--- config.mk ---
export PLATFORM = sky130hd
export DESIGN_NAME = frame_sequencer
export DESIGN_NICKNAME = d
export VERILOG_FILES = /design/src/hdl/led_string_pkg.sv /design/src/hdl/frame_sequencer.sv
export SDC_FILE = /design/constraint.sdc
export NUM_CORES = 1
export LEC_CHECK = 0
export BUFFER_PORTS_ARGS = -buffer_cell sky130_fd_sc_hd__buf_2
export CAP_MARGIN = 15
export CORE_UTILIZATION = 50
export CTS_CLUSTER_DIAMETER = 80
export DETAILED_ROUTE_END_ITERATION = 10
export PLACE_DENSITY = 0.86
export RECOVER_POWER = 25
export SLEW_MARGIN = 30
export SYNTH_ARGS = -nofsm -noshare
export SYNTH_HDL_FRONTEND = slang
export SYNTH_SLANG_ARGS = --single-unit
--- constraint.sdc ---
create_clock -name clk -period 2.3 [get_ports clk]
set_clock_uncertainty 0.2 [all_clocks]
set_input_delay 0.46 -clock clk [delete_from_list [all_inputs] [get_ports clk]]
set_output_delay 0.46 -clock clk [all_outputs]
set_load 0.005 [all_outputs]
--- src/hdl/led_string_pkg.sv ---
/* Line protocol timing, pixel memory geometry and sequencer states
   for the serial LED string controller. Referenced by scoped names. */

package led_string_pkg;

  // Symbol slot timing, in prescaler ticks
  localparam int SYM_CNT_W = 5;
  localparam logic [SYM_CNT_W-1:0] SYM_LEN = 5'd24; // Full slot
  localparam logic [SYM_CNT_W-1:0] T0_LEN  = 5'd8;  // Active part of a 0
  localparam logic [SYM_CNT_W-1:0] T1_LEN  = 5'd16; // Active part of a 1

  // Pixel memory
  localparam int PIX_W      = 8;
  localparam int PIX_ADDR_W = 10;
  localparam int PIX_DEPTH  = 1024;

  // Frame sequencer
  typedef enum logic [1:0] {
    SEQ_IDLE,  // Waiting for start
    SEQ_FETCH, // Memory read issued
    SEQ_LOAD,  // Read data captured
    SEQ_SEND   // Bits offered to the encoder
  } seq_state_e;

endpackage

--- src/hdl/frame_sequencer.sv ---
/* Frame sequencer. On start it reads pixel words first..last from port B
   of the pixel memory and hands their bits MSB first to the encoder. */

`timescale 1ns/1ps

module frame_sequencer (
  input  logic                                  clk,
  input  logic                                  rst_n,
  input  logic                                  enable_i,
  input  logic [led_string_pkg::PIX_ADDR_W-1:0] first_i,
  input  logic [led_string_pkg::PIX_ADDR_W-1:0] last_i,
  input  logic                                  start_i,
  output logic                                  busy_o,
  output logic                                  rd_en_o,
  output logic [led_string_pkg::PIX_ADDR_W-1:0] rd_addr_o,
  input  logic [led_string_pkg::PIX_W-1:0]      rd_data_i,
  output logic                                  bit_value_o,
  output logic                                  bit_valid_o,
  input  logic                                  bit_ready_i
);

  led_string_pkg::seq_state_e state_q;

  logic [led_string_pkg::PIX_ADDR_W-1:0] addr_q;
  logic [led_string_pkg::PIX_ADDR_W-1:0] last_q;
  logic [led_string_pkg::PIX_W-1:0]      shift_q;
  logic [2:0]                            bit_cnt_q;
  logic                                  byte_done;

  assign byte_done = bit_ready_i && (bit_cnt_q == 3'(led_string_pkg::PIX_W - 1));

  //////////////////////////////////////////////////
  // FSM
  //////////////////////////////////////////////////
  always_ff @(posedge clk) begin
    if (!rst_n || !enable_i) begin
      state_q   <= led_string_pkg::SEQ_IDLE;
      bit_cnt_q <= '0;
    end else begin
      case (state_q)
        led_string_pkg::SEQ_IDLE:  if (start_i) state_q <= led_string_pkg::SEQ_FETCH;
        led_string_pkg::SEQ_FETCH: state_q <= led_string_pkg::SEQ_LOAD;
        led_string_pkg::SEQ_LOAD:  state_q <= led_string_pkg::SEQ_SEND;
        led_string_pkg::SEQ_SEND: begin
          if (bit_ready_i) begin
            bit_cnt_q <= bit_cnt_q + 1'b1; // Wraps to 0 after bit 0
          end
          if (byte_done) begin
            state_q <= (addr_q != last_q) ? led_string_pkg::SEQ_FETCH
                                          : led_string_pkg::SEQ_IDLE;
          end
        end
        default: state_q <= led_string_pkg::SEQ_IDLE;
      endcase
    end
  end

  // Word pointer and byte shifter
  always_ff @(posedge clk) begin
    if (state_q == led_string_pkg::SEQ_IDLE && start_i) begin
      addr_q <= first_i;
      last_q <= last_i;
    end else if (state_q == led_string_pkg::SEQ_SEND && byte_done) begin
      addr_q <= addr_q + 1'b1;
    end

    if (state_q == led_string_pkg::SEQ_LOAD) begin
      shift_q <= rd_data_i;
    end else if (state_q == led_string_pkg::SEQ_SEND && bit_ready_i) begin
      shift_q <= {shift_q[led_string_pkg::PIX_W-2:0], 1'b0};
    end
  end

  assign rd_en_o     = (state_q == led_string_pkg::SEQ_FETCH);
  assign rd_addr_o   = addr_q;
  assign bit_valid_o = (state_q == led_string_pkg::SEQ_SEND);
  assign bit_value_o = shift_q[led_string_pkg::PIX_W-1]; // MSB first
  assign busy_o      = (state_q != led_string_pkg::SEQ_IDLE);

endmodule

==> results.txt, run 1 <==
----------------------------------------------------
[Route]
  Routed wl met2 ... 1600 um
  Wire length after detailed routing ... 3040 um
  Average routed wire per standard cell ... 13.2 um
  Post-route met1 wirelength ... 1180 um
  Drt via density ... 5.08
  Number of remaining DRC errors ... 0
  Total met3 wirelength after detailed routing ... 203 um
  Residual antenna-violating net count after detailed routing ... 0
  Routed via count ... 1,169
  DR iter-0 viols ... 35
  Highest routed metal layer ... met4
  Number of iterations in the first detailed-routing pass ... 4

[Power and ir drop]
  Pwr per Cell Area ... 667 nW/um2
  Peak supply drop ... 0.557 mV
  Leak ... 0.802 nW

[Global route]
  Number of global-route vias before repair ... 1,138
  Pin count of the biggest net entering global routing ... 13
  Sum of overflow across all layers after global routing ... 0
  Global-route usage over all layers ... 19.1%
  Antenna violations before repair ... 0
  Wire length of the first global-routing pass ... 4680 um

[Synth]
  Cells after Synth ... 133
  Post-synth top flop ... sky130_fd_sc_hd__edfxtp_1
  Summed instance area of the synthesized netlist ... 1630 um2
  Sequential element share of the synthesized area ... 57.7%
  Count of unique library cells instantiated by Yosys ... 29
  Async S/R FF share, synth ... 0%
  Nets in the synthesized netlist ... 174
  Yosys reg bits ... 33
  Number of enable-type register cells in the synthesized netlist ... 28
  Synth warnings ... 0
  Mean instance size in the synthesized netlist ... 12.3 um2

[Floorplan]
  DIE HEIGHT ... 59.1 um
  DIE AREA ... 3490 um2
  DIE WIDTH ... 59.1 um
  Site row count ... 20
  Top-level port count ... 47
  Initial Utilization ... 53.0%
  Floorplan Core Area ... 3080 um2

[Worst setup path]
  Slowest CP cell ... sky130_fd_sc_hd__dfxtp_1
  Startpoint kind of the worst setup timing path ... register
  Worst EP arrival ... 1.92 ns
  Data required time of the worst path ... 2.20 ns
  Start point of the critical path ... state_q[0]$_SDFFE_PP0P_
  Cells along the critical path ... inv_1, ha_1, nand2_1, inv_1, nand2_1, o21ai_1
  R2r worst-path depth ... 6
  Critical Path Sink ... rd_addr_o[7]$_DFFE_PP_
  Category of the worst setup path capture point ... register
  Max stage delay on crit path ... 0.40 ns
  Crit path max fanout ... 12
  Startpoint of the worst register-to-register path ... state_q[0]$_SDFFE_PP0P_
  R2R Setup Slk ... 0.28 ns
  Reg2Reg Capture Point ... rd_addr_o[7]$_DFFE_PP_
  Type of the setup path with the least slack ... reg -> reg

[Timing]
  # setup viols final ... 0
  Actual slew at the worst max-slew pin ... 0.443 ns
  Ratio of final minimum period to clock period ... 87.9%
  Worst hold margin ... 0.0906 ns
  Max_slew headroom ... 70.4%
  Slew Limit Fails ... 0
  Number of hold violations in the final report ... 0
  Shortest period the worst path allows ... 2.02 ns
  Final setup TNS ... 0 ns
  Max Clk Rate ... 495 MHz
  RSZ-0062 raised after global routing ... false

[CTS]
  CTS tree ... built
  Number of buffers created by CTS ... 5
  Post-CTS Setup Bufs ... 0
  Sinks on Clock Net ... 33
  Clock Tree Buf Depth ... 2
  H-Tree Depth ... 2
  Count of cells resized by post-cts repair ... 0
  Buffer cell driving the clock tree root ... sky130_fd_sc_hd__clkbuf_4
  Insertion delay to the later sink of the worst-skew pair ... 0.34 ns
  Hold-fix buffers, CTS ... 0
  Clock transition at path regs ... 0.10 ns

[Job]
  Max-cap violation count ... 0

[Hold path]
  Classification of the worst-slack hold path ... in -> reg

[Placement]
  Number of input and output port buffers inserted ... 46
  DP Wirelength ... 2370 um
  RePlAce Congestion ... 0.759

[Finish]
  Most frequent cells in the layout ... sky130_fd_sc_hd__buf_2, sky130_fd_sc_hd__edfxtp_1, sky130_fd_sc_hd__nor2_1
  Footprint of the flip-flops and latches ... 941 um2
  Fraction of final layout cells sized beyond drive strength 1 ... 34.4%
  Antenna diode count ... 0
  # fillers ... 246
  Combined area of the multi-input logic cells ... 659 um2
  Layout Utilization ... 64.6%
  Area overhead of the layout relative to synthesis ... 22.0%
  Net count of the finished layout ... 226
  Most frequent standard cell in the layout excluding fill and tap cells ... sky130_fd_sc_hd__buf_2

[Run status]
  Result of the run ... completed

----------------------------------------------------
-- registers in the layout, summed over array words and instances, names as in the netlist --
register	cells
shift_q	8
state_q	2
bit_cnt_q	3
rd_addr_o	10
last_q	10
-- Yosys cell counts (2+ instances only) --
library cell	count	area share, %
sky130_fd_sc_hd__ha_1	8	6.1
sky130_fd_sc_hd__a21oi_1	11	3.4
sky130_fd_sc_hd__inv_1	5	1.2
sky130_fd_sc_hd__nand3_1	6	1.8
sky130_fd_sc_hd__edfxtp_1	28	52
sky130_fd_sc_hd__nor2_1	13	3.0
sky130_fd_sc_hd__nand2_1	9	2.1
sky130_fd_sc_hd__dfxtp_1	5	6.1
sky130_fd_sc_hd__xor2_1	9	4.8
sky130_fd_sc_hd__mux2_2	8	5.5
sky130_fd_sc_hd__xnor2_1	10	5.4
sky130_fd_sc_hd__clkbuf_1	2	0.46
sky130_fd_sc_hd__nor3_1	3	0.92
-- cells by family (layout without fill, tap and decap cells) --
logic type | after synthesis | in the layout | synth area share, %
xor gates and xnor gates | 19 | 19 | 10.2
DFF | 33 | 33 | 57.7
adders and majority gates | 8 | 8 | 6.14
muxes | 9 | 9 | 6.14
AOI/OAI and AO/OA | 15 | 15 | 5.22
buffers and inverters | 8 | 61 | 1.84
and+or+nand+nor | 41 | 41 | 12.7
-- critical path: cells and delay by family (launching register included) --
family	cells	cell delay, ns
AO/OA/AOI/OAI	1	0.06
adder cells (fa/ha/maj)	1	0.24
buffers and inverters	2	0.42
flip-flops	1	0.40
AND/OR/NAND/NOR	2	0.44
-- area by class of cell --
class | count | share of cell area, %
clock buffer | 6 | 2.08
sequential | 33 | 47.3
tap | 44 | 2.77
inverter | 6 | 1.13
clock inverter | 2 | 1.70
timing repair buffer | 47 | 11.9
multi-input combinational | 92 | 33.1
-- metrics by stage --
step | power (mW) | setup WS [ns] | cells | area, um2
6_report | 1.33 | 0.279 | 230 | 1990
5_1_grt | 1.38 | 0.127 | 230 | 1990
4_1_cts | 1.34 | 0.273 | 230 | 1990
3_5_place_dp | 0.928 | 0.293 | 222 | 1920
2_1_floorplan | 0.848 | 0.365 | 133 | 1630
3_3_place_gp | 0.917 | 0.404 | 222 | 1920
-- routing by layer --
metal / GRT usage [%] / vias up
met4: 8.50 / 0
met3: 6.99 / 5
met2: 34.9 / 45
met5: 0 / -
li1: - / 580
met1: 19.3 / 539
-- worst min-delay path by stage --
| stage | to | start | depth (start not counted) | slack, ns |
|---|---|---|---|---|
| after CTS | last_q[8]$_DFFE_PP_ | last_i[8] | 1 | 0.07 |
| after global placement | bit_cnt_q[1]$_SDFFE_PP0P_ | bit_cnt_q[1]$_SDFFE_PP0P_ | 2 | 0.25 |
| after global routing | last_q[6]$_DFFE_PP_ | last_i[6] | 1 | 0.07 |
| after detailed placement | bit_cnt_q[1]$_SDFFE_PP0P_ | bit_cnt_q[1]$_SDFFE_PP0P_ | 2 | 0.27 |
| after floorplan | bit_cnt_q[1]$_SDFFE_PP0P_ | bit_cnt_q[1]$_SDFFE_PP0P_ | 2 | 0.24 |
| final | last_q[8]$_DFFE_PP_ | last_i[8] | 1 | 0.09 |
-- report_power, final --
group / switching, mW / internal (mW) / total [mW]
combinational: 0.0860 / 0.0896 / 0.176
sequential: 0.0422 / 0.695 / 0.738
clock: 0.188 / 0.226 / 0.415
total: 0.317 / 1.01 / 1.33
(Power assumes the default switching activity.)
==> run 2: changes to the inputs <==
Settings changed: CORE_UTILIZATION 50 to 45, PLACE_DENSITY 0.86 to 0.8.
==> run 2 against run 1 <==
Sequential power about the same. Register-to-register slack better by 0.09 ns. Sequential cell count stayed put. Final cell count grew 1.3%. Clock power is 28% lower. Critical path type unchanged. Critical endpoint is now rd_addr_o[2]$_DFFE_PP_. Highest routed layer unchanged.
==> results.txt, run 2 (same netlist as run 1, synthesis figures left out) <==
----------------------------------------------------
[Finish]
  Most frequent standard cell in the layout excluding fill and tap cells ... sky130_fd_sc_hd__buf_2 (unchanged)
  Most frequent cells in the layout ... sky130_fd_sc_hd__buf_2, sky130_fd_sc_hd__edfxtp_1, sky130_fd_sc_hd__nor2_1 (unchanged)
  Post-route standard cell area excluding fillers ... 1980 um2 (was 1990 um2)
  # fillers ... 324 (was 246)
  Net count of the finished layout ... 227 (was 226)
  Area overhead of the layout relative to synthesis ... 21.2% (was 22.0%)
  Antenna diode count ... 0 (unchanged)
  Fraction of final layout cells sized beyond drive strength 1 ... 35.3% (was 34.4%)

[Global route]
  Met2 Track Usage GR ... 30.1% (was 34.9%)
  Wire length of the first global-routing pass ... 5240 um (was 4680 um)
  Sum of overflow across all layers after global routing ... 0 (unchanged)
  Global-route usage over all layers ... 17.7% (was 19.1%)
  Pin count of the biggest net entering global routing ... 11 (was 13)
  Number of global-route vias before repair ... 1,199 (was 1,138)
  Antenna violations before repair ... 0 (unchanged)
  Most crowded layer after global routing ... met2 (unchanged)
  Grt met3 use ... 5.88% (was 6.99%)
  Met1 track demand over resource in global routing ... 20.5% (was 19.3%)

[Worst setup path]
  R2r worst-path depth ... 4 (was 6)
  Crit path max fanout ... 10 (was 12)
  Startpoint kind of the worst setup timing path ... register (unchanged)
  Max stage delay on crit path ... 0.40 ns (about the same)
  Type of the setup path with the least slack ... reg -> reg (unchanged)
  Reg2Reg Capture Point ... rd_addr_o[2]$_DFFE_PP_ (was rd_addr_o[7]$_DFFE_PP_)
  Category of the worst setup path capture point ... register (unchanged)
  Most frequent CP cell ... sky130_fd_sc_hd__nand2_1
  Slowest CP cell ... sky130_fd_sc_hd__dfxtp_1 (unchanged)
  Startpoint of the worst register-to-register path ... state_q[0]$_SDFFE_PP0P_ (unchanged)
  Data required time of the worst path ... 2.09 ns (was 2.20 ns)
  Cells along the critical path ... inv_1, ha_1, nand2_1, nand2_1 (was inv_1, ha_1, nand2_1, inv_1, nand2_1, o21ai_1)
  Worst EP arrival ... 1.72 ns (was 1.92 ns)
  R2R Setup Slk ... 0.37 ns (was 0.28 ns)

[Route]
  Routed via count ... 1,174 (was 1,169)
  DR iter-0 viols ... 36 (was 35)
  Residual antenna-violating net count after detailed routing ... 0 (unchanged)
  Average routed wire per standard cell ... 13.2 um (about the same)
  Drt via density ... 5.04 (was 5.08)
  Number of remaining DRC errors ... 0 (unchanged)
  Wire length after detailed routing ... 3090 um (was 3040 um)
  Number of iterations in the first detailed-routing pass ... 4 (unchanged)

[Timing]
  Shortest period the worst path allows ... 1.93 ns (was 2.02 ns)
  # setup viols final ... 0 (unchanged)
  Final setup TNS ... 0 ns (unchanged)
  Slew Limit Fails ... 0 (unchanged)
  RSZ-0062 raised after global routing ... false (unchanged)
  Max_slew headroom ... 71.4% (was 70.4%)
  Ratio of final minimum period to clock period ... 83.9% (was 87.9%)
  Actual slew at the worst max-slew pin ... 0.427 ns (was 0.443 ns)
  Number of hold violations in the final report ... 0 (unchanged)
  Max Clk Rate ... 518 MHz (was 495 MHz)

[Hold path]
  Worst hold endpoint ... last_q[4]$_DFFE_PP_ (was last_q[8]$_DFFE_PP_)
  Count of cells along the worst hold path ... 1 (unchanged)
  Beginning of the worst hold path ... last_i[4] (was last_i[8])
  Classification of the worst-slack hold path ... in -> reg (unchanged)

[Placement]
  Placed Instance Area ... 1930 um2 (was 1920 um2)
  RePlAce Congestion ... 0.785 (was 0.759)
  DP Wirelength ... 2370 um (about the same)
  Number of input and output port buffers inserted ... 46 (unchanged)

[CTS]
  Clock Tree Buf Depth ... 2 (unchanged)
  H-Tree Depth ... 2 (unchanged)
  Insertion delay to the later sink of the worst-skew pair ... 0.33 ns (was 0.34 ns)
  Hold-fix buffers, CTS ... 0 (unchanged)
  Buffer cell driving the clock tree root ... sky130_fd_sc_hd__clkbuf_4 (unchanged)
  Number of buffers created by CTS ... 5 (unchanged)
  CTS tree ... built (unchanged)
  Post-CTS Setup Bufs ... 0 (unchanged)
  Clock transition at path regs ... 0.10 ns (about the same)
  Sinks on Clock Net ... 33 (unchanged)
  Count of cells resized by post-cts repair ... 0 (unchanged)

[Floorplan]
  Site row count ... 21 (was 20)
  DIE AREA ... 3870 um2 (was 3490 um2)
  Top-level port count ... 47 (unchanged)
  Initial Utilization ... 47.7% (was 53.0%)
  Floorplan Core Area ... 3420 um2 (was 3080 um2)
  DIE HEIGHT ... 62.2 um (was 59.1 um)
  DIE WIDTH ... 62.2 um (was 59.1 um)

[Run status]
  Result of the run ... completed (unchanged)

[Power and ir drop]
  Leak ... 0.799 nW (was 0.802 nW)
  Peak supply drop ... 0.307 mV (was 0.557 mV)
  Pwr per Cell Area ... 615 nW/um2 (was 667 nW/um2)

[Job]
  Max-cap violation count ... 0 (unchanged)

----------------------------------------------------
[run 2: cell count changes in the layout (fill, tap and decap cells not counted)]
cell and delta:
sky130_fd_sc_hd__buf_4 +1, sky130_fd_sc_hd__bufinv_16 -1, sky130_fd_sc_hd__clkinv_2 +2, sky130_fd_sc_hd__clkinv_1 -1
[run 2: worst max path at each step]
stage | slack, ns | to | cells past startpoint | from
6_report | 0.37 | rd_addr_o[2]$_DFFE_PP_ | 4 | state_q[0]$_SDFFE_PP0P_
5_1_grt | 0.22 | rd_addr_o[5]$_DFFE_PP_ | 4 | state_q[0]$_SDFFE_PP0P_
4_1_cts | 0.36 | rd_addr_o[0]$_DFFE_PP_ | 4 | state_q[0]$_SDFFE_PP0P_
3_5_place_dp | 0.38 | rd_addr_o[0]$_DFFE_PP_ | 4 | state_q[0]$_SDFFE_PP0P_
3_3_place_gp | 0.50 | rd_addr_o[8]$_DFFE_PP_ | 4 | state_q[0]$_SDFFE_PP0P_
2_1_floorplan | 0.36 | rd_addr_o[0]$_DFFE_PP_ | 5 | state_q[0]$_SDFFE_PP0P_
[run 2: layout make-up]
cell class              count  area (um2)  share of cell area [%]
flip-flops and latches     33         941                    47.6
inverters                   6        22.5                    1.14
well taps                  46        57.6                    2.91
multi-input cells          92         659                    33.4
clock buffers               6        41.3                    2.09
clock inverters             2        10.0                   0.507
repair buffers             48         244                    12.3
[run 2: critical path, delay by kind of cell (launching register included)]
kind,cells,cell delay (ns)
adder cells (fa/ha/maj),1,0.25
buffers and inverters,1,0.12
flip-flops,1,0.40
AND/OR/NAND/NOR,2,0.61
[run 2: routing by layer]
layer,routed length [um],up-vias
li1,-,581
met1,1340,545
met5,0,-
met2,1520,42
met3,177,6
met4,47,0
[run 2: through the flow]
stage / total power [mW] / utilization (%) / worst slack, ns / hold WS (ns) / std cells
detailed placement: 0.929 / 56.4 / 0.377 / 0.253 / 225
finish: 1.22 / 57.8 / 0.370 / 0.0984 / 233
floorplan: 0.848 / - / 0.365 / 0.240 / 133
CTS: 1.23 / 57.9 / 0.360 / 0.0899 / 233
global route: 1.28 / 57.8 / 0.218 / 0.0685 / 233
global placement: 0.921 / 56.4 / 0.502 / 0.247 / 225
[run 2: power breakdown]
| group | internal, mW | switching (mW) | total (mW) |
|---|---|---|---|
| combinational | 0.0911 | 0.0858 | 0.177 |
| clock | 0.116 | 0.184 | 0.300 |
| sequential | 0.695 | 0.0437 | 0.739 |
| total | 0.902 | 0.313 | 1.22 |
==> run 3: changes to the inputs <==
Settings changed: ABC_AREA from default to 1, PLACE_DENSITY 0.8 to 0.79.
Clock period 2.3 ns to 2 ns, I/O delays scaled along.
==> run 3 against run 2 <==
Sequential power is 15% higher. Final cell count increased by 29%. Critical path depth rose by 2. First-iteration DRC count rose to 3.4 times the previous value. Count of clock-buffer cells in the layout did not move. Sequential share of layout area is 3.3 points lower. Core utilization is 0.16 points higher. Die area grew 5.2%. Total power grew 32%. Worst hold slack worse by 0.014 ns. Fmax is 7.1% higher. Largest power group unchanged.
==> results.txt, run 3 <==
----------------------------------------------------
[Run status]
  Result of the run ... completed (unchanged)

[CTS]
  Post-CTS Setup Bufs ... 0 (unchanged)
  Insertion delay to the later sink of the worst-skew pair ... 0.29 ns (was 0.33 ns)
  H-Tree Depth ... 2 (unchanged)
  Clock transition at path regs ... 0.07 ns (was 0.10 ns)
  Buffer cell driving the clock tree root ... sky130_fd_sc_hd__clkbuf_8 (was sky130_fd_sc_hd__clkbuf_4)
  CTS tree ... built (unchanged)
  Number of buffers created by CTS ... 5 (unchanged)
  Sinks on Clock Net ... 33 (unchanged)
  Count of cells resized by post-cts repair ... 0 (unchanged)
  Hold-fix buffers, CTS ... 0 (unchanged)
  Clock Tree Buf Depth ... 2 (unchanged)

[Hold path]
  Beginning of the worst hold path ... last_i[3] (was last_i[4])
  Classification of the worst-slack hold path ... in -> reg (unchanged)
  Count of cells along the worst hold path ... 1 (unchanged)
  Worst hold endpoint ... last_q[3]$_DFFE_PP_ (was last_q[4]$_DFFE_PP_)

[Route]
  Average routed wire per standard cell ... 11.6 um (was 13.2 um)
  Routed via count ... 1,403 (was 1,174)
  Residual antenna-violating net count after detailed routing ... 0 (unchanged)
  Number of iterations in the first detailed-routing pass ... 4 (unchanged)
  Wire length after detailed routing ... 3470 um (was 3090 um)
  Number of remaining DRC errors ... 0 (unchanged)
  DR iter-0 viols ... 124 (was 36)
  Drt via density ... 4.68 (was 5.04)

[Placement]
  DP Wirelength ... 2720 um (was 2370 um)
  RePlAce Congestion ... 0.771 (was 0.785)
  Cell count after placement ... 292 (was 225)
  Number of input and output port buffers inserted ... 46 (unchanged)

[Timing]
  Shortest period the worst path allows ... 1.80 ns (was 1.93 ns)
  Ratio of final minimum period to clock period ... 90.1% (was 83.9%)
  # setup viols final ... 0 (unchanged)
  Max Clk Rate ... 555 MHz (was 518 MHz)
  Worst hold margin ... 0.0840 ns (was 0.0984 ns)
  Max_slew headroom ... 69.7% (was 71.4%)
  Slew Limit Fails ... 0 (unchanged)
  Actual slew at the worst max-slew pin ... 0.454 ns (was 0.427 ns)
  RSZ-0062 raised after global routing ... false (unchanged)
  Final setup TNS ... 0 ns (unchanged)
  Number of hold violations in the final report ... 0 (unchanged)

[Finish]
  Most frequent cells in the layout ... sky130_fd_sc_hd__nand2_1, sky130_fd_sc_hd__buf_2, sky130_fd_sc_hd__edfxtp_1 (was sky130_fd_sc_hd__buf_2, sky130_fd_sc_hd__edfxtp_1, sky130_fd_sc_hd__nor2_1)
  Final Instance Count excl. Fillers ... 300 (was 233)
  Fraction of final layout cells sized beyond drive strength 1 ... 25.4% (was 35.3%)
  Area overhead of the layout relative to synthesis ... 23.6% (was 21.2%)
  Net count of the finished layout ... 292 (was 227)
  Most frequent standard cell in the layout excluding fill and tap cells ... sky130_fd_sc_hd__nand2_1 (was sky130_fd_sc_hd__buf_2)
  Antenna diode count ... 0 (unchanged)

[Synth]
  Async S/R FF share, synth ... 0% (unchanged)
  Synth warnings ... 0 (unchanged)
  Most area-consuming cells after synthesis ... sky130_fd_sc_hd__edfxtp_1, sky130_fd_sc_hd__nand2_1, sky130_fd_sc_hd__inv_1 (was sky130_fd_sc_hd__edfxtp_1, sky130_fd_sc_hd__dfxtp_1, sky130_fd_sc_hd__ha_1)
  Number of enable-type register cells in the synthesized netlist ... 28 (unchanged)
  Dominant cell type by area after synthesis ... sky130_fd_sc_hd__edfxtp_1 (unchanged)
  Area share of the largest cell type after synthesis ... 48.9% (was 51.6%)
  Yosys reg bits ... 33 (unchanged)
  Summed instance area of the synthesized netlist ... 1720 um2 (was 1630 um2)
  Top cell types by occurrence after synthesis ... sky130_fd_sc_hd__nand2_1, sky130_fd_sc_hd__edfxtp_1, sky130_fd_sc_hd__inv_1, sky130_fd_sc_hd__o21ai_0 (was sky130_fd_sc_hd__edfxtp_1, sky130_fd_sc_hd__nor2_1, sky130_fd_sc_hd__a21oi_1, sky130_fd_sc_hd__xnor2_1)
  Most used standard cell by instance count after synthesis ... sky130_fd_sc_hd__nand2_1 (was sky130_fd_sc_hd__edfxtp_1)
  Cells after Synth ... 194 (was 133)
  Count of unique library cells instantiated by Yosys ... 21 (was 29)
  Nets in the synthesized netlist ... 235 (was 174)
  Sequential element share of the synthesized area ... 54.8% (was 57.7%)
  Mean instance size in the synthesized netlist ... 8.86 um2 (was 12.3 um2)
  Post-synth top flop ... sky130_fd_sc_hd__edfxtp_1 (unchanged)

[Worst setup path]
  Reg2Reg Capture Point ... rd_addr_o[8]$_DFFE_PP_ (was rd_addr_o[2]$_DFFE_PP_)
  Startpoint kind of the worst setup timing path ... register (unchanged)
  Category of the worst setup path capture point ... register (unchanged)
  Data required time of the worst path ... 1.84 ns (was 2.09 ns)
  Crit path max fanout ... 3 (was 10)
  R2r worst-path depth ... 6 (was 4)
  Startpoint of the worst register-to-register path ... rd_addr_o[0]$_DFFE_PP_ (was state_q[0]$_SDFFE_PP0P_)
  Type of the setup path with the least slack ... reg -> reg (unchanged)
  Worst EP arrival ... 1.64 ns (was 1.72 ns)
  R2R Setup Slk ... 0.20 ns (was 0.37 ns)

[Floorplan]
  DIE AREA ... 4070 um2 (was 3870 um2)
  Top-level port count ... 47 (unchanged)
  DIE HEIGHT ... 63.8 um (was 62.2 um)
  Site row count ... 22 (was 21)
  Initial Utilization ... 46.9% (was 47.7%)
  DIE WIDTH ... 63.8 um (was 62.2 um)
  Floorplan Core Area ... 3660 um2 (was 3420 um2)

[Power and ir drop]
  P_sw ... 435 uW (was 313 uW)
  Clock group share of total power ... 30.1% (was 24.7%)
  Switch share ... 27.2% (was 25.8%)
  Leak ... 1.05 nW (was 0.799 nW)
  Peak supply drop ... 0.438 mV (was 0.307 mV)
  Proportion of power drawn by flip-flops and latches ... 53.1% (was 60.8%)
  Pwr per Cell Area ... 755 nW/um2 (was 615 nW/um2)
  Relative contribution of combinational cells to total power ... 16.8% (was 14.5%)
  Internal cell power ... 1.17 mW (was 902 uW)

[Global route]
  Sum of overflow across all layers after global routing ... 0 (unchanged)
  Pin count of the biggest net entering global routing ... 22 (was 11)
  Wire length of the first global-routing pass ... 5800 um (was 5240 um)
  Global-route usage over all layers ... 18.9% (was 17.7%)
  Number of global-route vias before repair ... 1,310 (was 1,199)
  Antenna violations before repair ... 0 (unchanged)

[Job]
  Max-cap violation count ... 0 (unchanged)

----------------------------------------------------
==> run 3: cell count changes after synthesis, sizes merged, moves of 2 or more <==
| cell | delta |
|---|---|
| a21oi | -7 |
| nand3 | -2 |
| nor3 | -2 |
| nand4 | -2 |
| nand2 | +74 |
| xor2 | -2 |
| o21ai | +9 |
| inv | +21 |
| nor2 | -4 |
| mux2 | -8 |
| xnor2 | -10 |
==> run 3: cell families after synthesis <==
| family | count (synthesis) | share of synthesized area, % |
|---|---|---|
| simple gates | 99 | 23.7 |
| flops | 33 | 54.8 |
| compound gates | 17 | 5.54 |
| fa+ha+maj | 8 | 5.83 |
| xor+xnor | 7 | 3.57 |
| buf+inv | 30 | 6.56 |
==> run 3: cell type report <==
cell class | count | area (um2)
Fill cell | 338 | 1540
Clock inverter | 2 | 10.0
Inverter | 28 | 105
Tap cell | 48 | 60.1
Multi-Input combinational cell | 131 | 664
Clock buffer | 6 | 72.6
Timing Repair Buffer | 52 | 270
Sequential cell | 33 | 941
==> run 3: power groups by stage <==
stage | clock network (mW) | registers [mW] | logic, mW
floorplan | 0 | 0.868 | 0.148
global placement | 0 | 0.864 | 0.261
detailed placement | 0 | 0.867 | 0.271
CTS | 0.490 | 0.852 | 0.273
global route | 0.520 | 0.859 | 0.308
finish | 0.482 | 0.852 | 0.269
==> run 3: how the worst max path moves through the flow <==
| stage | slack, ns | cells past startpoint | to | startpoint |
|---|---|---|---|---|
| 6_report | 0.20 | 6 | rd_addr_o[8]$_DFFE_PP_ | rd_addr_o[0]$_DFFE_PP_ |
| 3_5_place_dp | 0.20 | 6 | rd_addr_o[8]$_DFFE_PP_ | rd_addr_o[1]$_DFFE_PP_ |
| 3_3_place_gp | 0.26 | 6 | rd_addr_o[8]$_DFFE_PP_ | rd_addr_o[1]$_DFFE_PP_ |
| 4_1_cts | 0.18 | 6 | rd_addr_o[8]$_DFFE_PP_ | rd_addr_o[1]$_DFFE_PP_ |
| 5_1_grt | 0.06 | 7 | rd_addr_o[4]$_DFFE_PP_ | state_q[0]$_SDFFE_PP0P_ |
| 2_1_floorplan | 0.05 | 7 | rd_addr_o[8]$_DFFE_PP_ | state_q[0]$_SDFFE_PP0P_ |
==> run 3: metrics by stage <==
stage / total power [mW] / worst slack, ns / area (um2) / util (%)
5_1_grt: 1.69 / 0.0555 / 2120 / 58.0
3_5_place_dp: 1.14 / 0.197 / 2050 / 55.9
2_1_floorplan: 1.02 / 0.0460 / 1720 / -
6_report: 1.60 / 0.198 / 2120 / 58.0
3_3_place_gp: 1.13 / 0.264 / 2050 / 55.9
4_1_cts: 1.61 / 0.183 / 2130 / 58.1
==> run 3: routing by layer <==
metal	share of wire [%]	GRT usage (%)	vias to the layer above
met1	44	22.2	615
li1	-	-	727
met5	0	0	-
met4	2.6	8.52	0
met2	47	31.8	51
met3	6.5	5.71	10
==> run 3: worst max-delay path, stage by stage (launching register included) <==
cell and delay (ns):
sky130_fd_sc_hd__edfxtp_1 0.36, sky130_fd_sc_hd__ha_1 0.19, sky130_fd_sc_hd__nand2_1 0.10, sky130_fd_sc_hd__nor4_2 0.33
sky130_fd_sc_hd__nand2_1 0.11, sky130_fd_sc_hd__xor2_1 0.19, sky130_fd_sc_hd__o21ai_2 0.07
